$ cat config.mk
export PLATFORM = sky130hd
export DESIGN_NAME = load_buffer
export DESIGN_NICKNAME = d
export VERILOG_FILES = /design/src/source/lsu_pkg.sv /design/src/source/load_buffer.sv
export VERILOG_INCLUDE_DIRS = /design/src /design/src/source
export SDC_FILE = /design/constraint.sdc
export NUM_CORES = 1
export LEC_CHECK = 0
export ABC_AREA = 1
export BUFFER_PORTS_ARGS = -buffer_cell sky130_fd_sc_hd__buf_2
export CAP_MARGIN = 10
export CORE_AREA = 2 2 124 126
export DETAILED_ROUTE_END_ITERATION = 10
export DIE_AREA = 0 0 126 128
export PLACE_DENSITY = 0.58
export SYNTH_ARGS = -nofsm -noshare
export SYNTH_HDL_FRONTEND = slang
export SYNTH_SLANG_ARGS = --single-unit
$ cat constraint.sdc
create_clock -name clk -period 4.4 [get_ports clk]
set_input_delay 0.44 -clock clk [delete_from_list [all_inputs] [get_ports clk]]
set_output_delay 0.44 -clock clk [all_outputs]
set_load 0.1 [all_outputs]
$ cat src/source/lsu_params.svh
`ifndef LSU_PARAMS_SVH
`define LSU_PARAMS_SVH

// dram side
`define LSU_DRAM_AW     31
`define LSU_AXI_DW      64

// on-chip buffers, one row is two read beats
`define LSU_ROW_W       128
`define LSU_ROW_BYTES   16
`define LSU_RAM_DEPTH   256

// byte address inside a buffer
`define LSU_SRAM_AW     12

// axi transaction id
`define LSU_ID_W        8

`endif

$ cat src/source/lsu_pkg.sv
`default_nettype none
`include "lsu_params.svh"

package lsu_pkg;

    // instruction kinds the lsu still handles
    typedef enum logic [1:0] {
        ld_iram = 2'd0,
        ld_wram = 2'd1,
        conv    = 2'd2
    } lsu_op_e;

    // load payload, len is beats minus one
    typedef struct packed {
        logic [`LSU_DRAM_AW-1:0] dram_addr;
        logic [7:0]              len;
        logic [`LSU_SRAM_AW-1:0] ld_addr;
    } load_pld_t;

    // one buffer's window for a matrix read
    typedef struct packed {
        logic [`LSU_SRAM_AW-1:0] start_addr;
        logic                    col_dir;
        logic                    row_dir;
        logic [3:0]              col_len;
        logic [3:0]              row_len;
    } mm_side_t;

    typedef struct packed {
        mm_side_t   iram;
        mm_side_t   wram;
        logic [6:0] reserved;
    } mm_pld_t;

    // same instruction word, read by opcode
    typedef union packed {
        load_pld_t ld;
        mm_pld_t   mm;
    } lsu_pld_u;

    typedef logic [`LSU_ROW_W-1:0]     sram_row_t;
    typedef logic [`LSU_ROW_BYTES-1:0] row_vld_t;

endpackage

`default_nettype wire

$ cat src/source/load_buffer.sv
`default_nettype none
`include "lsu_params.svh"

module load_buffer (
    input  logic                                clk,
    input  logic                                reset,
    input  logic                                start,
    input  logic                                bank_iram,
    input  lsu_pkg::load_pld_t                  pld,
    input  logic [`LSU_ID_W-1:0]                id,
    input  logic                                arrdy,
    input  logic                                rvld,
    input  logic [`LSU_AXI_DW-1:0]              rdata,
    input  logic                                rlast,
    output logic                                arvld,
    output logic [`LSU_ID_W-1:0]                arid,
    output logic [`LSU_DRAM_AW-1:0]             araddr,
    output logic [7:0]                          arlen,
    output logic                                rrdy,
    output logic                                wr_iram,
    output logic                                wr_wram,
    output logic [$clog2(`LSU_RAM_DEPTH)-1:0]   wr_row,
    output lsu_pkg::sram_row_t                  wr_data,
    output logic                                done
);
    import lsu_pkg::*;

    localparam int row_aw = $clog2(`LSU_RAM_DEPTH);

    localparam logic [1:0] st_idle = 2'd0;
    localparam logic [1:0] st_addr = 2'd1;
    localparam logic [1:0] st_data = 2'd2;

    logic [1:0]             state_q;
    logic                   odd_q;
    logic [`LSU_AXI_DW-1:0] lo_q;
    logic [row_aw-1:0]      row_q;
    logic                   beat;
    logic                   wr_en;

    ////////////////////////////////////////////////////////////
    // address phase
    // the start cycle already presents the request
    assign arvld  = start | (state_q == st_addr);
    assign arid   = id;
    assign araddr = pld.dram_addr;
    assign arlen  = pld.len;

    ////////////////////////////////////////////////////////////
    // data phase
    assign rrdy = (state_q == st_data);
    assign beat = rvld & rrdy;
    assign done = beat & rlast;

    always_ff @(posedge clk) begin
        if (reset) begin
            state_q <= st_idle;
            odd_q   <= 1'b0;
        end else begin
            case (state_q)
                st_idle: begin
                    if (start) begin
                        state_q <= arrdy ? st_data : st_addr;
                        odd_q   <= 1'b0;
                    end
                end
                st_addr: begin
                    if (arrdy) begin
                        state_q <= st_data;
                    end
                end
                st_data: begin
                    if (beat) begin
                        odd_q <= rlast ? 1'b0 : ~odd_q;
                        if (rlast) begin
                            state_q <= st_idle;
                        end
                    end
                end
                default: state_q <= st_idle;
            endcase
        end
    end

    // a row goes out on every odd beat, or on a lone last beat
    assign wr_en   = beat & (odd_q | rlast);
    assign wr_iram = wr_en & bank_iram;
    assign wr_wram = wr_en & ~bank_iram;
    assign wr_row  = row_q;
    assign wr_data = odd_q ? {rdata, lo_q} : {{`LSU_AXI_DW{1'b0}}, rdata};

    // even beat waits here for its partner
    always_ff @(posedge clk) begin
        if (beat && !odd_q) begin
            lo_q <= rdata;
        end
    end

    // row pointer from the upper bits of ld_addr
    always_ff @(posedge clk) begin
        if (start) begin
            row_q <= pld.ld_addr[`LSU_SRAM_AW-1 -: row_aw];
        end else if (wr_en) begin
            row_q <= row_q + 1'b1;
        end
    end

endmodule

`default_nettype wire

==> summary.txt <==
Rows -> 45
initial antenna violation count -> 0
First-pass DRT Iterations -> 4
Slew @ Worst Pin -> 0.879 ns
CTS-repair resized insts -> 0
drt wl/cell -> 11.7 um
layout cells sized above 1 -> 33.9%
multi-input logic area -> 0.00132 sq mm
CP required -> 3.96 ns
Layout area overhead -> 28.1%
# fillers -> 1615
HP Class -> input port to flip-flop
fin area -> 0.00553 sq mm
Critical Path Source Type -> flip-flop
Synth top cells by count -> nand2_1, inv_1, edfxtp_1, buf_4, nor2_1
Synth top area share -> 50.1%
final hold vios -> 0
vias in the first global route -> 3248
placed instance count -> 891
R2R cell count -> 3
Setup Crit Path Kind -> flip-flop to output pin
ANT nets after route -> 0
core area -> 0.0149 sq mm
R2R setup slack -> 2.13 ns
crit share post-route -> 66.4%
HP Start -> rdata[50]
Mean Syn Cell Area -> 7.83 sq um
RSZ-0062 raised after global routing -> no
hold buffer count at CTS -> 0
synth top area cells -> edfxtp_1, nand2_1, buf_4, inv_1, buf_2
max-cap viol count -> 0
Distinct cells, synth -> 19
Worst-path clk slew -> 0.06 ns
Syn Nets -> 682
most common cell in the netlist -> nand2_1
CTS tree -> done
DIE HEIGHT -> 128 um
worst-path maximum fanout -> 52
yosys synthesis warning count -> 0
status -> completed
first-pass GRT wire length -> 16.3 mm
Final Setup Violations -> 0
ys async rst share -> 0%
Slew Viols, Final -> 0
Skew-Pair Late Insertion Delay -> 0.33 ns
R2R Path Start -> odd_q$_SDFFE_PP0P_
DRC -> 0
Post-Synthesis Cells -> 551
CP endpoint kind -> output pin
largest net degree at the start of global routing -> 82
Starting DRT DRC Count -> 158
I/O pin cnt -> 318
Synth Flop Type -> edfxtp_1
Mapped Area -> 0.00432 sq mm
relative slew slack -> 41.3%
Period minus WS final -> 2.92 ns
GRT overflow -> 0
Yosys top cell by area -> edfxtp_1
GP Congestion -> 0.719
Die W -> 126 um
Worst EP arrival -> 2.48 ns
Setup WS pre-CTS -> 1.75 ns
post-synthesis sequential area ratio -> 51.5%
number of H-tree levels -> 3
total track usage -> 12.6%
total die area -> 0.0161 sq mm
leakage -> 3.28 nW
initial core utilization -> 29.0%
root buf cell -> clkbuf_16
Area after DPL -> 0.00520 sq mm
#FFs+latches synth -> 75
CTS Buf Count -> 9
PortBufs -> 219
min setup slack post-route -> 1.48 ns
Via Count -> 3728
EDFF count, synth -> 72
FF/Latch Area -> 0.00223 sq mm
crit path launch -> odd_q$_SDFFE_PP0P_
clk sinks -> 75
Final Skew -> 0.00495 ns
pwr dens -> 552 mW/mm^2
VDD IR max -> 0.179 mV
crit path to -> wr_data[45]
Sum Neg Setup Slack -> 0 ns
final WL -> 10.6 mm
reg2reg end -> wr_row[5]$_DFFE_PP_
vias per cell -> 4.11
Finished Layout Cells -> 907
worst-case clock buffer depth -> 2
Max Clk Rate -> 0.343 GHz
# Post-CTS Setup Buffers -> 0
Net count, final -> 845
Post-DP HPWL -> 7.48 mm
Antenna diodes -> 0
-- worst min path at each step --
stage | to | slack, ns | depth (start not counted)
after floorplan | lo_q[0]$_DFFE_PP_ | 0.54 | 0
after global placement | state_q[1]$_SDFFE_PP0P_ | 0.60 | 3
after detailed placement | state_q[1]$_SDFFE_PP0P_ | 0.61 | 3
after CTS | lo_q[0]$_DFFE_PP_ | 0.29 | 1
final | lo_q[50]$_DFFE_PP_ | 0.31 | 1
after global routing | lo_q[36]$_DFFE_PP_ | 0.29 | 1
-- per-layer routing --
metal	wire length, um	GRT usage (%)	share of wire, %
met1	4690	15.5	44
met2	4900	20.0	46
met3	742	4.09	7.0
met4	277	6.21	2.6
met5	0	0	0
-- cell families after synthesis --
kind of cell,synth area share [%]
adder cells (fa/ha/maj),0.290
AO/OA/AOI/OAI,1.33
buffers and inverters,18.1
AND/OR/NAND/NOR,28.8
flip-flops,51.5
-- registers in the layout, summed over array words and instances (netlist names) --
register  count
state_q       2
odd_q         1
wr_row        8
lo_q         64
-- cell usage in the layout (no fill, tap or decap), types with 2 or more instances in the layout --
cell type,count
buf_2,219
buf_4,2
bufinv_16,3
clkbuf_16,9
clkinv_1,3
dfxtp_1,2
edfxtp_1,72
inv_1,73
inv_2,3
nand2_1,292
nand3_1,11
nor2_1,13
o21ai_0,5
o21bai_1,2
-- where the power goes --
group	internal, mW	leakage [nW]	switching (mW)
sequential	0.830	0.688	0.0326
clock	0.547	0.162	0.283
combinational	0.176	2.43	1.18
total	1.55	3.28	1.50
-- stage by stage --
step | power (mW) | utilization (%) | hold WS (ns)
CTS | 3.09 | 37.2 | 0.291
global route | 3.18 | 37.2 | 0.293
detailed placement | 2.25 | 35.0 | 0.607
floorplan | 2.24 | - | 0.539
finish | 3.05 | 37.2 | 0.310
global placement | 2.24 | 35.0 | 0.602
-- layout make-up --
| class | count | share of cell area (%) |
|---|---|---|
| Clock inverter | 7 | 1.92 |
| Timing Repair Buffer | 222 | 20.5 |
| Multi-Input combinational cell | 330 | 23.9 |
| Tap cell | 188 | 4.26 |
| Clock buffer | 9 | 4.07 |
| Inverter | 76 | 5.16 |
| Sequential cell | 75 | 40.3 |
-- worst max-delay path, cell delays in order, from the launching register on --
cell,delay (ns)
dfxtp_4,0.50
inv_2,0.65
buf_4,0.40
nand2_1,0.09
nand2_1,0.07
buf_2,0.42
Power figures use the tool's default switching activity.
