## config.mk

```make
export PLATFORM = sky130hd
export DESIGN_NAME = ram_buffer
export DESIGN_NICKNAME = d
export VERILOG_FILES = /design/src/source/lsu_pkg.sv /design/src/source/ram_buffer.sv
export VERILOG_INCLUDE_DIRS = /design/src /design/src/source
export SDC_FILE = /design/constraint.sdc
export NUM_CORES = 1
export LEC_CHECK = 0
export BUFFER_PORTS_ARGS = -buffer_cell sky130_fd_sc_hd__buf_2
export CAP_MARGIN = 0
export CORE_MARGIN = 10
export CORE_UTILIZATION = 35
export DETAILED_ROUTE_END_ITERATION = 16
export MAX_ROUTING_LAYER = met4
export SKIP_CTS_REPAIR_TIMING = 1
export SLEW_MARGIN = 20
export SYNTH_ARGS = -nofsm -noshare
export SYNTH_HDL_FRONTEND = slang
export SYNTH_SLANG_ARGS = --single-unit
```

## constraint.sdc

```tcl
create_clock -name clk -period 6.4 [get_ports clk]
set_input_delay 0.32 -clock clk [delete_from_list [all_inputs] [get_ports clk]]
set_output_delay 0.32 -clock clk [all_outputs]
set_load 0.02 [all_outputs]
```

## src/source/lsu_params.svh

```systemverilog
`ifndef LSU_PARAMS_SVH
`define LSU_PARAMS_SVH

// dram side
`define LSU_DRAM_AW     31
`define LSU_AXI_DW      64

// on-chip buffers, one row is two read beats
`define LSU_ROW_W       128
`define LSU_ROW_BYTES   16
`define LSU_RAM_DEPTH   256

// byte address inside a buffer
`define LSU_SRAM_AW     12

// axi transaction id
`define LSU_ID_W        8

`endif

```

## src/source/lsu_pkg.sv

```systemverilog
`default_nettype none
`include "lsu_params.svh"

package lsu_pkg;

    // instruction kinds the lsu still handles
    typedef enum logic [1:0] {
        ld_iram = 2'd0,
        ld_wram = 2'd1,
        conv    = 2'd2
    } lsu_op_e;

    // load payload, len is beats minus one
    typedef struct packed {
        logic [`LSU_DRAM_AW-1:0] dram_addr;
        logic [7:0]              len;
        logic [`LSU_SRAM_AW-1:0] ld_addr;
    } load_pld_t;

    // one buffer's window for a matrix read
    typedef struct packed {
        logic [`LSU_SRAM_AW-1:0] start_addr;
        logic                    col_dir;
        logic                    row_dir;
        logic [3:0]              col_len;
        logic [3:0]              row_len;
    } mm_side_t;

    typedef struct packed {
        mm_side_t   iram;
        mm_side_t   wram;
        logic [6:0] reserved;
    } mm_pld_t;

    // same instruction word, read by opcode
    typedef union packed {
        load_pld_t ld;
        mm_pld_t   mm;
    } lsu_pld_u;

    typedef logic [`LSU_ROW_W-1:0]     sram_row_t;
    typedef logic [`LSU_ROW_BYTES-1:0] row_vld_t;

endpackage

`default_nettype wire

```

## src/source/ram_buffer.sv

```systemverilog
`default_nettype none
`include "lsu_params.svh"

module ram_buffer (
    input  logic                                clk,
    input  logic                                reset,
    input  logic                                start,
    input  lsu_pkg::mm_side_t                   side,
    input  lsu_pkg::sram_row_t                  rd_data,
    output logic                                rd_en,
    output logic [$clog2(`LSU_RAM_DEPTH)-1:0]   rd_row,
    output lsu_pkg::row_vld_t                   row_vld,
    output lsu_pkg::sram_row_t                  row_data,
    output logic                                done
);
    import lsu_pkg::*;

    localparam int row_aw = $clog2(`LSU_RAM_DEPTH);
    localparam int idx_w  = $clog2(`LSU_ROW_BYTES);

    logic                      active_q;
    logic [idx_w-1:0]          cnt_q;
    logic [row_aw-1:0]         row_q;
    logic                      last_rd;
    logic                      vld1_q;
    logic                      last1_q;
    logic [idx_w-1:0]          idx1_q;
    logic                      done_q;
    logic [`LSU_ROW_BYTES-1:0] mask_q;
    logic [`LSU_ROW_BYTES-1:0] mask_next;
    logic [idx_w-1:0]          start_byte;
    logic [idx_w-1:0]          end_byte;
    logic [idx_w-1:0]          lo_byte;
    logic [idx_w-1:0]          span;
    row_vld_t                  vld_q;
    sram_row_t                 data_q;

    ////////////////////////////////////////////////////////////
    // byte window wraps modulo the row width
    always_comb begin
        logic [idx_w-1:0] offs;
        start_byte = side.start_addr[idx_w-1:0];
        end_byte   = side.col_dir ? start_byte + side.col_len : start_byte - side.col_len;
        lo_byte    = side.col_dir ? start_byte : end_byte;
        // window covers col_len bytes above its low end in either direction
        span       = side.col_len;
        for (int b = 0; b < `LSU_ROW_BYTES; b++) begin
            offs         = idx_w'(b) - lo_byte;
            mask_next[b] = (offs <= span);
        end
    end

    ////////////////////////////////////////////////////////////
    // read walk at one row per cycle
    assign rd_en   = active_q;
    assign rd_row  = row_q;
    assign last_rd = active_q && (cnt_q == side.row_len);

    always_ff @(posedge clk) begin
        if (reset) begin
            active_q <= 1'b0;
            cnt_q    <= '0;
            row_q    <= '0;
            vld1_q   <= 1'b0;
            last1_q  <= 1'b0;
            vld_q    <= '0;
            done_q   <= 1'b0;
        end else begin
            if (start) begin
                active_q <= 1'b1;
                cnt_q    <= '0;
                row_q    <= side.start_addr[`LSU_SRAM_AW-1 -: row_aw];
            end else if (active_q) begin
                active_q <= ~last_rd;
                cnt_q    <= cnt_q + 1'b1;
                // row_dir 0 walks downward
                row_q    <= side.row_dir ? row_q + 1'b1 : row_q - 1'b1;
            end
            // one cycle of ram latency before the output stage
            vld1_q  <= active_q;
            last1_q <= last_rd;
            vld_q   <= vld1_q ? row_vld_t'(1) << idx1_q : '0;
            done_q  <= vld1_q & last1_q;
        end
    end

    always_ff @(posedge clk) begin
        if (start) begin
            mask_q <= mask_next;
        end
        idx1_q <= cnt_q;
        for (int b = 0; b < `LSU_ROW_BYTES; b++) begin
            data_q[8*b +: 8] <= rd_data[8*b +: 8] & {8{mask_q[b]}};
        end
    end

    assign row_vld  = vld_q;
    assign row_data = data_q;
    assign done     = done_q;

endmodule

`default_nettype wire

```

==> impl_results.md <==
* Yosys cell types at 39
* Primary FF master, synth: dfxtp_1
* Crit-path max FO at 9
* Top cell type's share of synthesized area at 50.5%
* RSZ-0062 raised after global routing: false
* Crit-path max cell delay at 560 ps
* Pre-CTS setup slack at 2980 ps
* Lkg Pwr at 4.43 nW
* Req. time, crit path at 6580 ps
* Vias in the first global route at 5,079
* Reg area at 0.00376 mm2
* GRT Residual Overflow at 0
* Worst setup EP type: flop
* Share of cells above drive strength 1 at 37.9%
* Buffers on Ports at 306
* Post-DP HPWL at 14,400 um
* Synthesized instance count at 573
* CTS Buffer Depth at 2
* Worst slew margin at 46.2%
* Status: completed
* Cell accounting for the most synthesized area: dfxtp_1
* Syn Nets at 772
* Tightest Hold Check Type: in2reg
* Core area at 0.0181 mm2
* Antenna violations before repair at 5
* Worst Path Arrival at 3120 ps
* Multi-input logic area at 0.00263 mm2
* Max frequency at 0.341 GHz
* Clock sinks at 180
* Slew @ Worst Pin at 808 ps
* Met2 Use GR at 25.5%
* Global-route usage over all layers at 14.9%
* DRC at 0
* Max Clock Skew at 7.78 ps
* DR vias/cell at 4.40
* Met1 Use GR at 15.5%
* Register bit total from synthesis at 180
* Worst Setup Start Kind: input pin
* Peak supply drop at 0.000190 V
* WL final at 18,100 um
* GR Util met3 at 6.03%
* Most common cell after layout, fill and taps aside: buf_2
* Fill count at 1,707
* Final hold vios at 0
* Ys async rst share at 0%
* H-tree levels at 4
* PD cells at 344 mW/mm2
* Setup TNS at 0 ps
* RePlAce Congestion at 0.811
* Most frequent cells in the layout: buf_2 (306), dfxtp_1 (164), and2_1 (129), ha_1 (44), nor2_1 (31)
* CTS Buf Count at 17
* Worst skew pair latency at 420 ps
* Setup ws final at 3460 ps
* Die Y-Extent at 156 um
* CP Cell Sequence: buf_2, ha_1, inv_1, fa_1, mux2i_1, inv_1, ha_1, xnor2_1, inv_1, ha_1, and3b_1, a21o_1
* Initial Util at 35.9%
* Die area at 0.0244 mm2
* Largest net degree at the start of global routing at 40
* Initial DRT Pass Iterations at 4
* Synth-to-Final Area Change at 36.8%
* Total Nets Final at 1,089
* Final setup vio count at 0
* CP max-delay cell: mux2i_1
* I/O pin total at 307
* WHS at 94.6 ps
* Final cycle utilization of the critical path at 45.9%
* Gr busiest metal: met2
* First-pass GRT wire length at 27,600 um
* Die width at 156 um
* Yosys warnings at 0
* Wire per inst at 15.9 um
* Clock slew at reported path FFs at 70 ps
* Num rows at 49
* Synthesized cell area at 0.00649 mm2
* Max_cap viols at 0
* Critical path class: in2reg
* Initial DRC count at 151
* Synth area leaders: dfxtp_1 (51%), and2_1 (12%), ha_1 (8.5%)
* Clock Tree Root: clkbuf_16
* Post-DRT Antenna Nets at 0
* Max-slew violation count at 0
* Min Tclk post-route at 2940 ps
* Avg Inst Size Synth at 11.3 um2
* CTS tree: built
* Number of synthesized flops with an enable pin at 16
* Sequential area share after synthesis at 57.9%
* Via total after detailed routing at 5,011
[state kept, by name, indices dropped and copies added (netlist names)]
signal / flops
row_data: 128
mask_q: 16
row_vld: 16
rd_row: 8
cnt_q: 4
idx1_q: 4
done: 1
last1_q: 1
rd_en: 1
vld1_q: 1
[report_power, final]
group	internal, mW	switching [mW]	total [mW]
Clock	0.526	0.473	0.999
Sequential	1.30	0.0749	1.37
Combinational	0.291	0.396	0.686
[through the flow]
step	instance area, um2	total power, mW	instances	util (%)
after global placement	8280	2.09	1100	45.8
after global routing	8880	3.25	1137	49.1
after CTS	8850	3.11	1132	48.9
after detailed placement	8280	2.10	1100	45.8
final	8880	3.06	1138	49.1
after floorplan	6490	1.83	573	-
[area by class of cell]
cell class              count  area share (%)
diodes                      6           0.169
clock buffers              18            4.94
flip-flops and latches    180            42.4
repair buffers            306            17.2
well taps                 229            3.23
clock inverters            14            1.55
inverters                  20           0.845
multi-input cells         365            29.7
[Yosys cell counts, types with 4 or more instances]
cell and number:
a41o_1 4, a21o_1 20, o21ai_0 9, xor2_1 10, and3b_1 5, ha_1 44
xnor2_1 19, clkbuf_1 7, mux2i_1 5, dfxtp_1 164, a21oi_1 26, inv_1 19
nor2_1 31, nand2_1 8, edfxtp_1 16, and2_1 129, nor3_1 13, a211oi_1 6
nor2b_1 5
[metal layers]
| metal | part of all wire (%) | wire length, um |
|---|---|---|
| met2 | 50 | 9100 |
| met4 | 0.95 | 173 |
| met5 | 0 | 0 |
| met3 | 8.7 | 1570 |
| met1 | 40 | 7280 |
[path summary, 6_finish.rpt]
check                          from                endpoint  slack (ps)  depth (start not counted)
max                         side[4]     mask_q[6]$_DFFE_PP_        3460                         12
min                     rd_data[10]    row_data[10]$_DFF_P_          90                          2
max reg2reg  rd_row[0]$_SDFFE_PP0P_  rd_row[6]$_SDFFE_PP0P_        4300                          6
min reg2reg   cnt_q[3]$_SDFFE_PP0P_       idx1_q[3]$_DFF_P_         410                          0
[critical path: cells and delay by family]
family                     cells  cell delay [ps]
and+or+nand+nor                1              190
buffers and inverters          4              510
adders and majority gates      4             1160
xor gates and xnor gates       1              200
AOI/OAI and AO/OA              1              180
muxes                          1              560
[logic make-up after synthesis]
kind of cell             synth area share [%]
multiplexers                            0.771
buffers and inverters                    1.73
AND/OR/NAND/NOR                          18.8
XOR/XNOR                                 4.16
flip-flops                               57.9
AO/OA/AOI/OAI                            7.53
adder cells (fa/ha/maj)                  9.09
(Power assumes the default switching activity.)
