--- config.mk ---
export PLATFORM = sky130hd
export DESIGN_NAME = lsu_inst_ctrl
export DESIGN_NICKNAME = d
export VERILOG_FILES = /design/src/source/lsu_pkg.sv /design/src/source/lsu_inst_ctrl.sv
export VERILOG_INCLUDE_DIRS = /design/src /design/src/source
export SDC_FILE = /design/constraint.sdc
export NUM_CORES = 1
export LEC_CHECK = 0
export ABC_AREA = 0
export ABC_CLOCK_PERIOD_IN_PS = 5300
export BUFFER_PORTS_ARGS = -buffer_cell sky130_fd_sc_hd__clkbuf_2
export CAP_MARGIN = 20
export CORE_MARGIN = 5
export CORE_UTILIZATION = 45
export CTS_CLUSTER_SIZE = 28
export DETAILED_ROUTE_END_ITERATION = 8
export HOLD_SLACK_MARGIN = 0.1
export MAX_ROUTING_LAYER = met4
export PLACE_DENSITY = 0.92
export SETUP_SLACK_MARGIN = 0.1
export SYNTH_ARGS = -nofsm -noshare
export SYNTH_HDL_FRONTEND = slang
export SYNTH_SLANG_ARGS = --single-unit
--- constraint.sdc ---
create_clock -name clk -period 5.3 [get_ports clk]
set_input_delay 0.53 -clock clk [delete_from_list [all_inputs] [get_ports clk]]
set_output_delay 0.53 -clock clk [all_outputs]
set_load 0.01 [all_outputs]
--- src/source/lsu_params.svh ---
`ifndef LSU_PARAMS_SVH
`define LSU_PARAMS_SVH

// dram side
`define LSU_DRAM_AW     31
`define LSU_AXI_DW      64

// on-chip buffers, one row is two read beats
`define LSU_ROW_W       128
`define LSU_ROW_BYTES   16
`define LSU_RAM_DEPTH   256

// byte address inside a buffer
`define LSU_SRAM_AW     12

// axi transaction id
`define LSU_ID_W        8

`endif

--- src/source/lsu_pkg.sv ---
`default_nettype none
`include "lsu_params.svh"

package lsu_pkg;

    // instruction kinds the lsu still handles
    typedef enum logic [1:0] {
        ld_iram = 2'd0,
        ld_wram = 2'd1,
        conv    = 2'd2
    } lsu_op_e;

    // load payload, len is beats minus one
    typedef struct packed {
        logic [`LSU_DRAM_AW-1:0] dram_addr;
        logic [7:0]              len;
        logic [`LSU_SRAM_AW-1:0] ld_addr;
    } load_pld_t;

    // one buffer's window for a matrix read
    typedef struct packed {
        logic [`LSU_SRAM_AW-1:0] start_addr;
        logic                    col_dir;
        logic                    row_dir;
        logic [3:0]              col_len;
        logic [3:0]              row_len;
    } mm_side_t;

    typedef struct packed {
        mm_side_t   iram;
        mm_side_t   wram;
        logic [6:0] reserved;
    } mm_pld_t;

    // same instruction word, read by opcode
    typedef union packed {
        load_pld_t ld;
        mm_pld_t   mm;
    } lsu_pld_u;

    typedef logic [`LSU_ROW_W-1:0]     sram_row_t;
    typedef logic [`LSU_ROW_BYTES-1:0] row_vld_t;

endpackage

`default_nettype wire

--- src/source/lsu_inst_ctrl.sv ---
`default_nettype none
`include "lsu_params.svh"

module lsu_inst_ctrl (
    input  logic                 clk,
    input  logic                 reset,
    input  logic                 inst_vld,
    input  lsu_pkg::lsu_op_e     inst_op,
    input  lsu_pkg::lsu_pld_u    inst_pld,
    input  logic                 ld_done,
    input  logic [1:0]           mm_done,
    output logic                 inst_rdy,
    output logic                 ld_start,
    output logic                 ld_bank_iram,
    output lsu_pkg::load_pld_t   ld_pld,
    output logic [`LSU_ID_W-1:0] ld_id,
    output logic                 mm_start,
    output lsu_pkg::mm_pld_t     mm_pld,
    output logic                 mxu_clr
);
    import lsu_pkg::*;

    localparam logic [1:0] st_idle = 2'd0;
    localparam logic [1:0] st_load = 2'd1;
    localparam logic [1:0] st_conv = 2'd2;

    logic [1:0]           state_q;
    logic [1:0]           mm_pend_q;
    logic [1:0]           mm_left;
    logic [`LSU_ID_W-1:0] id_q;
    logic                 accept;
    logic                 bank_q;
    lsu_pld_u             pld_q;

    assign inst_rdy = (state_q == st_idle);
    assign accept   = inst_vld & inst_rdy;

    // readers still running, iram in bit 1
    assign mm_left = mm_pend_q & ~mm_done;

    ////////////////////////////////////////////////////////////
    // idle / busy
    always_ff @(posedge clk) begin
        if (reset) begin
            state_q   <= st_idle;
            mm_pend_q <= 2'b00;
            id_q      <= '0;
            ld_start  <= 1'b0;
            mm_start  <= 1'b0;
        end else begin
            ld_start <= 1'b0;
            mm_start <= 1'b0;
            case (state_q)
                st_idle: begin
                    if (accept) begin
                        case (inst_op)
                            ld_iram, ld_wram: begin
                                state_q  <= st_load;
                                ld_start <= 1'b1;
                            end
                            conv: begin
                                state_q   <= st_conv;
                                mm_start  <= 1'b1;
                                mm_pend_q <= 2'b11;
                            end
                            // unknown opcode is dropped
                            default: state_q <= st_idle;
                        endcase
                    end
                end
                st_load: begin
                    if (ld_done) begin
                        state_q <= st_idle;
                        id_q    <= id_q + 1'b1;
                    end
                end
                st_conv: begin
                    mm_pend_q <= mm_left;
                    if (mm_left == 2'b00) begin
                        state_q <= st_idle;
                    end
                end
                default: state_q <= st_idle;
            endcase
        end
    end

    // payload held for the whole instruction
    always_ff @(posedge clk) begin
        if (accept) begin
            pld_q  <= inst_pld;
            bank_q <= (inst_op == ld_iram);
        end
    end

    assign ld_pld       = pld_q.ld;
    assign mm_pld       = pld_q.mm;
    assign ld_bank_iram = bank_q;
    assign ld_id        = id_q;

    // clear goes out with the matrix start
    assign mxu_clr = mm_start;

endmodule

`default_nettype wire

==> metrics.txt, run 1 <==
outcome complete, no violations; Final Routed Wirelength 5878 um; first-pass GRT wire length 8562 um; post-DR vias/cell 4.591; CP endpoint kind flop; TritonRoute pass-1 iters 4; Die Area 7398 um^2; Post-CTS Setup Bufs 0; cell count after synthesis 174; diode count 0; top post-synthesis cells by area edfxtp_1 60%, buf_4 15%, dfxtp_1 11%; Crit Path Max Fanout 36; Slew Limit Fails 0; Mean Syn Cell Area ~15 um^2; peak supply drop 0.1822 mV; DRC 0; layout cells sized above 1 62.14%; Synth Warn # 0; Sum Neg Setup Slack 0 ns; Post-Syn Nets 234; die height 86.01 um; Initial Util a little under half; Final min period 1.658 ns; share of the synthesized area in the top cell type about three fifths; arrival time worst endpoint about 1.7 ns; post-route ant nets 0; core area 5574 um^2; critical setup path kind flop to flop; vias in the first global route 1676; critical path's slowest cell and2_2; final core utilization 60.36%; CTS tree done; unrepaired setup endpoints after global routing false; CTS HTree Levels 3; Mapped Area about 2600 um^2; WL per Instance approximately 15 um; routed vias between 1500 and 2000; RR Endpoint ld_pld[7]; list of most frequent post-synthesis cells 53 x buf_4, 52 x edfxtp_1, 14 x dfxtp_1; Max Cap Viol 0; dpl cells 364; Post-synth EDFFs 52; clock root buffer clkbuf_8; GPL Wtd Cong just over 0.8; Hold Path Class primary input to flop; asr flop ratio synth 0%; cell taking the most area after synthesis edfxtp_1; gr ovfl total 0; Critical Path RT ~5.3 ns; CTS max path bufs 2; count of final hold-check violations 0; post-cts resize count 0; WHS Endpoint ld_pld[40]; fmax 603.0 MHz; Horiz. Die Dim 86.01 um; Layout Cells excl Fill 381; worst hold start inst_pld[40]; Slew HR a little over two thirds; # setup viols final 0; Seq/Total Area, Yosys 70.84%; worst-margin pin slew 0.4460 ns; Register-to-Register Path Depth 3; #FFs+latches synth 66; critical path cell sequence nor2_1, and2_2, buf_12; Hold Path Depth 1; Reg clk slew, reported paths 0.07 ns; port buffer count 173; crit share post-route 31.29%; initial antenna violation count 0; library cells used by synthesis 30; GRT Overall Usage 15.80%; main flop type after synthesis edfxtp_1; reg2reg start state_q[0]; most common cell in the synthesized netlist buf_4; io pins ~170; drt first-iter violations 73; Skew-Pair Late Insertion Delay 0.32 ns; Crit path largest cell delay 0.46 ns; worst reg2reg setup slack 3.64 ns; Leakage 0.001564 uW; Area growth, synth to finish 29.40%; row cnt 27; Num CTS Buffers 9; Final nets 364; P per Cell Area 352.2 nW/um^2; pin count of the biggest net entering global routing 54; hold buffers post-CTS 0; Worst Skew 0.006639 ns; clock sink count 66; Worst setup SP type flop
## power by group
part	leakage, uW	total, uW	internal (uW)	switching, uW
Sequential	0.000615	614	597	17.0
Clock	0.000104	438	262	177
Combinational	0.000846	132	57.0	75.4
## cells by family (layout without fill, tap and decap cells)
kind of cell,count (synthesis),count (layout),share of synthesized area (%)
fa+ha+maj,1,1,0.4812
buf+inv,58,193,16.65
flops,66,66,70.84
xor+xnor,2,2,0.6738
simple gates,26,26,6.352
compound gates,20,20,4.620
mux,1,1,0.3850
## cell type report
cell class                 count  area (um^2)
clock buffer                  10        127.6
clock inverter                 6        81.33
fill                         439         2210
inverter                       3        11.26
multi-input combinational     50        326.6
sequential                    66         1842
tap                           72        90.09
timing repair buffer         174        885.9
## layer usage
metal  up-vias  track usage, %  wire [um]
met5         -               -          0
met4         0           6.475         59
met3         6           4.227        532
met2        92           29.15       3309
met1       817           15.48       1977
li1        834               -          -
## sequential cells by signal (all words and copies together), names as in the netlist
name / flops
ld_pld: 51
mm_pend_q: 2
ld_bank_iram: 1
mm_start: 1
state_q: 2
ld_id: 8
ld_start: 1
## stage by stage
step,hold slack [ns],area [um^2],total power [uW],setup slack [ns]
2_1_floorplan,0.4625,2600,709.9,2.931
3_3_place_gp,0.4659,3136,753.0,3.326
3_5_place_dp,0.4717,3136,758.4,3.270
4_1_cts,0.3541,3344,1198,3.311
5_1_grt,0.3486,3364,1237,3.497
6_report,0.3773,3364,1185,3.642
## critical path: cells and delay by family (launching register included)
family	cells	cell delay [ns]
and+or+nand+nor	2	0.65
buffers and inverters	1	0.27
DFF	1	0.40
## worst max-delay path by stage
stage                   endpoint  cells after the start  startpoint  slack (ns)
finish                 ld_pld[7]                      3  state_q[0]        3.64
global route          ld_pld[49]                      3  state_q[0]        3.50
CTS                    ld_pld[7]                      2  state_q[0]        3.31
detailed placement    ld_pld[21]                      2    inst_vld        3.27
global placement      ld_pld[47]                      2    inst_vld        3.33
floorplan           ld_bank_iram                      3  state_q[0]        2.93
## cell usage in the layout, fill, tap and decap left out
master        n
o21ai_0       4
a31oi_1       1
nor2_1        6
o31ai_1       3
nor2b_1       1
or4_1         3
nor4bb_1      1
clkbuf_1      1
clkinv_1      1
inv_1         3
ha_1          1
nand3_1       3
clkbuf_8      9
nor3b_1       1
nor3_1        1
and2_2        1
nand4_1       1
nand4b_1      1
clkinvlp_4    1
mux2i_1       1
xor2_1        2
nand2_1       3
nor4b_1       1
edfxtp_1     52
clkbuf_2    173
clkinv_2      2
buf_12        1
o21bai_1      2
dfxtp_1      14
nand3b_4      1
or3_2         2
bufinv_16     2
a2111oi_0     1
a21oi_1       8
a22oi_1       1
Power figures use the tool's default switching activity.
==> run 2: changes to the inputs <==
--- a/config.mk
+++ b/config.mk
@@ -7,16 +7,16 @@
 export NUM_CORES = 1
 export LEC_CHECK = 0
 export ABC_AREA = 0
-export ABC_CLOCK_PERIOD_IN_PS = 5300
+export ABC_CLOCK_PERIOD_IN_PS = 1600
 export BUFFER_PORTS_ARGS = -buffer_cell sky130_fd_sc_hd__clkbuf_2
 export CAP_MARGIN = 20
 export CORE_MARGIN = 5
-export CORE_UTILIZATION = 45
+export CORE_UTILIZATION = 41
 export CTS_CLUSTER_SIZE = 28
 export DETAILED_ROUTE_END_ITERATION = 8
 export HOLD_SLACK_MARGIN = 0.1
 export MAX_ROUTING_LAYER = met4
-export PLACE_DENSITY = 0.92
+export PLACE_DENSITY = 0.86
 export SETUP_SLACK_MARGIN = 0.1
 export SYNTH_ARGS = -nofsm -noshare
 export SYNTH_HDL_FRONTEND = slang
==> constraint.sdc (replaced) <==
create_clock -name clk -period 1.6 [get_ports clk]
set_input_delay 0.16 -clock clk [delete_from_list [all_inputs] [get_ports clk]]
set_output_delay 0.16 -clock clk [all_outputs]
set_load 0.01 [all_outputs]
==> run 2 against run 1 <==
Worst hold slack lost 0.25 ns. Wire length is 15% higher. Die area increased by 8.6%. Fmax is 19% higher. Core utilization up 2.3 points.
==> metrics.txt, run 2 (synthesized netlist as in run 1, its figures left out) <==
outcome complete, no violations; Critical Path RT 1.85 ns; clock root buffer clkbuf_8; Crit path largest cell delay 0.42 ns; # setup viols final 0; Final nets 418; die height 89.64 um; pin count of the biggest net entering global routing 54; Worst Skew 0.008766 ns; clock sink count 66; gr ovfl total 0; layout cells sized above 1 53.44%; port buffer count 173; initial antenna violation count 0; row cnt 29; DP HPWL 4996 um; fmax 717.9 MHz; core area 6241 um^2; Hold Path Class primary input to flop; most frequent cells in the layout 173 x clkbuf_2, 53 x dlygate4sd3_1, 52 x edfxtp_1; first-pass GRT wire length about 9400 um; Max Cap Viol 0; Slew HR 76.09%; GPL Wtd Cong 0.8166; Final min period 1.393 ns; drt first-iter violations 87; CTS HTree Levels 3; Slew Limit Fails 0; vias in the first global route between 1500 and 2000; CP endpoint kind flop; crit share post-route 87.06%; routed vias approximately 2000; critical setup path kind flop to flop; Area growth, synth to finish 50.48%; io pins 174; Crit Path Max Fanout 5; Layout Cells excl Fill 440; Die Area 8034 um^2; GRT Overall Usage 16.44%; Leakage about 0.0018 uW; CTS max path bufs 2; dpl cells between 300 and 400; DRC 0; arrival time worst endpoint 1.64 ns; diode count 0; Horiz. Die Dim roughly 90 um; Num CTS Buffers 9; worst-margin pin slew 0.3497 ns; Layout fillers 472; Final Routed Wirelength around 6800 um; post-route ant nets 0; most common cell after layout, fill and taps aside clkbuf_2; critical path's slowest cell dfxtp_1; CTS tree done; P per Cell Area 1030 nW/um^2; Initial Util 41.66%; Sum Neg Setup Slack 0 ns; Reg clk slew, reported paths 0.07 ns; WL per Instance 15.36 um; unrepaired setup endpoints after global routing false; max reg flops 51; peak supply drop approximately 0.65 mV; critical path cell sequence ha_1, nand3_1, or3_2, a21oi_1; post-DR vias/cell 4.452; TritonRoute pass-1 iters 4; count of final hold-check violations 0; Worst setup SP type flop; Skew-Pair Late Insertion Delay 0.33 ns
## run 2: report_power, final
group	switching (uW)	leakage, uW	internal, uW
clock network	584	0.000102	858
registers	61.8	0.000615	1980
logic	273	0.00107	275
total	919	0.00179	3110
## run 2: worst max-delay path, delay by kind of cell (launching register included)
kind                       cells  cell delay [ns]
and+or+nand+nor                2             0.52
DFF                            1             0.42
adders and majority gates      1             0.22
AOI/OAI and AO/OA              1             0.17
## run 2: final timing paths
kind,startpoint,to,slack [ns],cells past startpoint
worst min-delay path,inst_vld,mm_start,0.12,3
worst max-delay path,ld_id[0],ld_id[4],0.21,4
worst max register to register,ld_id[0],ld_id[4],0.21,4
worst min register to register,mm_pend_q[0],mm_pend_q[0],0.50,2
## run 2: stage by stage
stage	total power, uW	instance area [um^2]	hold slack [ns]	util (%)	setup WS, ns
floorplan	2351	2605	0.2351	-	0.1343
global placement	2510	3166	0.3374	50.72	0.2066
detailed placement	2527	3166	0.3386	50.72	0.1477
CTS	4081	3904	0.1025	62.55	0.1396
global route	4213	3913	0.1380	62.69	0.1038
finish	4031	3913	0.1233	62.69	0.2070
## run 2: area by class of cell
class	count	area (um^2)	share of cell area [%]
Clock buffer	9	123.9	3.166
Sequential cell	66	1843	47.11
Multi-Input combinational cell	50	330.3	8.443
Clock inverter	7	83.83	2.143
Inverter	3	11.26	0.2878
Timing Repair Buffer	228	1424	36.39
Tap cell	77	96.34	2.462
## run 2: per-layer routing
metal / GRT usage (%) / vias up / share of wire, %
met2: 29.19 / 107 / 53
li1: - / 943 / -
met1: 17.25 / 901 / 34
met5: - / - / 0
met4: 5.683 / 0 / 1.2
met3: 4.927 / 8 / 12
## run 2: timing repair
item | 4_1_cts | 5_1_grt
setup buffers | 0 | 1
hold buffers | 53 | 0
setup endpoints to repair | 0 | 3
gates resized for setup | 0 | 1
hold endpoints to repair | 53 | 0
==> run 3: changes to the inputs <==
--- a/config.mk
+++ b/config.mk
@@ -11,12 +11,12 @@
 export BUFFER_PORTS_ARGS = -buffer_cell sky130_fd_sc_hd__clkbuf_2
 export CAP_MARGIN = 20
 export CORE_MARGIN = 5
-export CORE_UTILIZATION = 41
+export CORE_UTILIZATION = 25
 export CTS_CLUSTER_SIZE = 28
 export DETAILED_ROUTE_END_ITERATION = 8
 export HOLD_SLACK_MARGIN = 0.1
 export MAX_ROUTING_LAYER = met4
-export PLACE_DENSITY = 0.86
+export PLACE_DENSITY = 0.6
 export SETUP_SLACK_MARGIN = 0.1
 export SYNTH_ARGS = -nofsm -noshare
 export SYNTH_HDL_FRONTEND = slang
==> run 3 against run 2 <==
Worst hold slack better by 0.00052 ns. Cell area rose by 2.5%. Die area rose by 56%. Setup slack gained 0.033 ns. Critical path depth shrank 1. Total power is 1.8% higher. Global-route usage is 5.7 points lower. Fmax is 2.4% higher. Register-to-register slack improved by 0.03 ns. Largest cell class unchanged.
==> metrics.txt, run 3 (synthesized netlist as in run 1, its figures left out) <==
Critical Path RT 1.86 ns; GRT Overall Usage between 10 and 15%; Slew Limit Fails 0; Switching Share 23.64%; initial antenna violation count 0; critical path's slowest cell or4_1; diode count 0; Hold Path Depth 3; most frequent cells in the layout 173 x clkbuf_2, 53 x dlygate4sd3_1, 52 x edfxtp_1; critical path cell sequence nand3b_4, or4_1, a21oi_1; Final Routed Wirelength between 6000 and 7000 um; Crit Path Max Fanout 12; CTS HTree Levels 3; peak supply drop slightly above 0.5 mV; power share of the combinational group between 10% and 20%; worst hold start inst_vld; Final min period 1.360 ns; clock root buffer clkbuf_8; critical setup path kind flop to flop; Switch Pwr 970.1 uW; Slew HR 73.98%; Post-CTS Setup Bufs 0; most common cell after layout, fill and taps aside clkbuf_2; P per Cell Area between 1000 and 1500 nW/um^2; worst-margin pin slew 0.3850 ns; post-DR vias/cell between 3 and 4; count of final hold-check violations 0; CTS max path bufs 2; Worst setup SP type flop; GPL Wtd Cong 0.8716; vias in the first global route 2024; post-route ant nets 0; arrival time worst endpoint 1.62 ns; Reg clk slew, reported paths about 0.07 ns; RR Endpoint ld_id[7]; Crit path largest cell delay 0.52 ns; WL per Instance 13.58 um; core area 10230 um^2; port buffer count 173; crit share post-route 85.02%; Max Cap Viol 0; pin count of the biggest net entering global routing 26; routed vias around 2000; multi-input logic area 330.3 um^2; clock sink count 66; worst reg2reg setup slack 0.24 ns; Num CTS Buffers 9; DP HPWL 4937 um; FF/Latch Area 1846 um^2; Layout fillers 964; Cell Int Power 3134 uW; hold_ws 0.1239 ns; Final nets 418; TritonRoute pass-1 iters 4; Hold Path Class primary input to flop; unrepaired setup endpoints after global routing false; layout cells sized above 1 around 55%; gr ovfl total 0; WHS Endpoint mm_start; Horiz. Die Dim between 100 and 150 um; die height 112.0 um; # setup viols final 0; first-pass GRT wire length 10300 um; CP endpoint kind flop; fmax 735.1 MHz; Leakage approximately 0.0018 uW; reg2reg start state_q[1]; sequential power share 49.8%; proportion of power drawn by the clock network 36.8%; io pins 174; Skew-Pair Late Insertion Delay 0.33 ns; Die Area 12540 um^2; CTS tree done; row cnt 37; Area growth, synth to finish 54.28%; Worst Skew between 0.008 and 0.009 ns; Initial Util 25.41%; DRC 0; Register-to-Register Path Depth 3; max reg flops 51; total power draw 4104 uW; outcome complete, no violations; Sum Neg Setup Slack 0 ns; drt first-iter violations 57
[run 3: metrics by stage]
stage	std cells	setup slack [ns]	area (um^2)	util, %
floorplan	174	0.1343	2605	-
global placement	430	0.1952	3259	31.86
detailed placement	430	0.1532	3259	31.86
CTS	499	0.1222	4008	39.17
global route	499	0.1356	4011	39.21
finish	499	0.2397	4011	39.21
[run 3: how the worst max path moves through the flow]
stage	start	slack, ns	end	depth (start not counted)
floorplan	state_q[0]	0.13	ld_bank_iram	3
global placement	state_q[0]	0.20	ld_id[6]	3
detailed placement	state_q[0]	0.15	ld_id[7]	3
CTS	state_q[0]	0.12	ld_id[7]	3
global route	ld_id[1]	0.14	ld_id[4]	4
finish	state_q[1]	0.24	ld_id[7]	3
[run 3: what timing repair did]
item | in CTS | in global routing
endpoints found under the hold margin | 53 | 0
resized for setup | 0 | 3
endpoints found under the setup margin | 0 | 4
hold buffers | 53 | 0
[run 3: critical path: cells and delay by family, from the launching register on]
family | cells | cell delay, ns
flip-flops | 1 | 0.38
AND/OR/NAND/NOR | 2 | 0.77
AO/OA/AOI/OAI | 1 | 0.15
[run 3: power groups by stage]
| stage | Clock (uW) | Combinational (uW) | Sequential (uW) |
|---|---|---|---|
| final | 1510 | 552 | 2040 |
| after global routing | 1660 | 591 | 2060 |
| after CTS | 1590 | 561 | 2040 |
| after detailed placement | 0 | 454 | 2080 |
| after global placement | 0 | 456 | 2070 |
| after floorplan | 0 | 239 | 2110 |
[run 3: layout make-up]
type | instances | area share [%]
timing repair buffer | 228 | 35.81
clock buffer | 9 | 3.088
sequential | 66 | 46.01
inverter | 3 | 0.2807
multi-input combinational | 50 | 8.235
tap | 136 | 4.242
clock inverter | 7 | 2.339
[run 3: metal layers]
| layer | routed length, um | part of all wire [%] | vias up | GRT usage [%] |
|---|---|---|---|---|
| met2 | 3455 | 51 | 109 | 18.55 |
| met5 | 0 | 0 | - | - |
| li1 | - | - | 945 | - |
| met1 | 2518 | 37 | 905 | 10.81 |
| met4 | 98 | 1.4 | 0 | 4.087 |
| met3 | 704 | 10 | 12 | 4.620 |
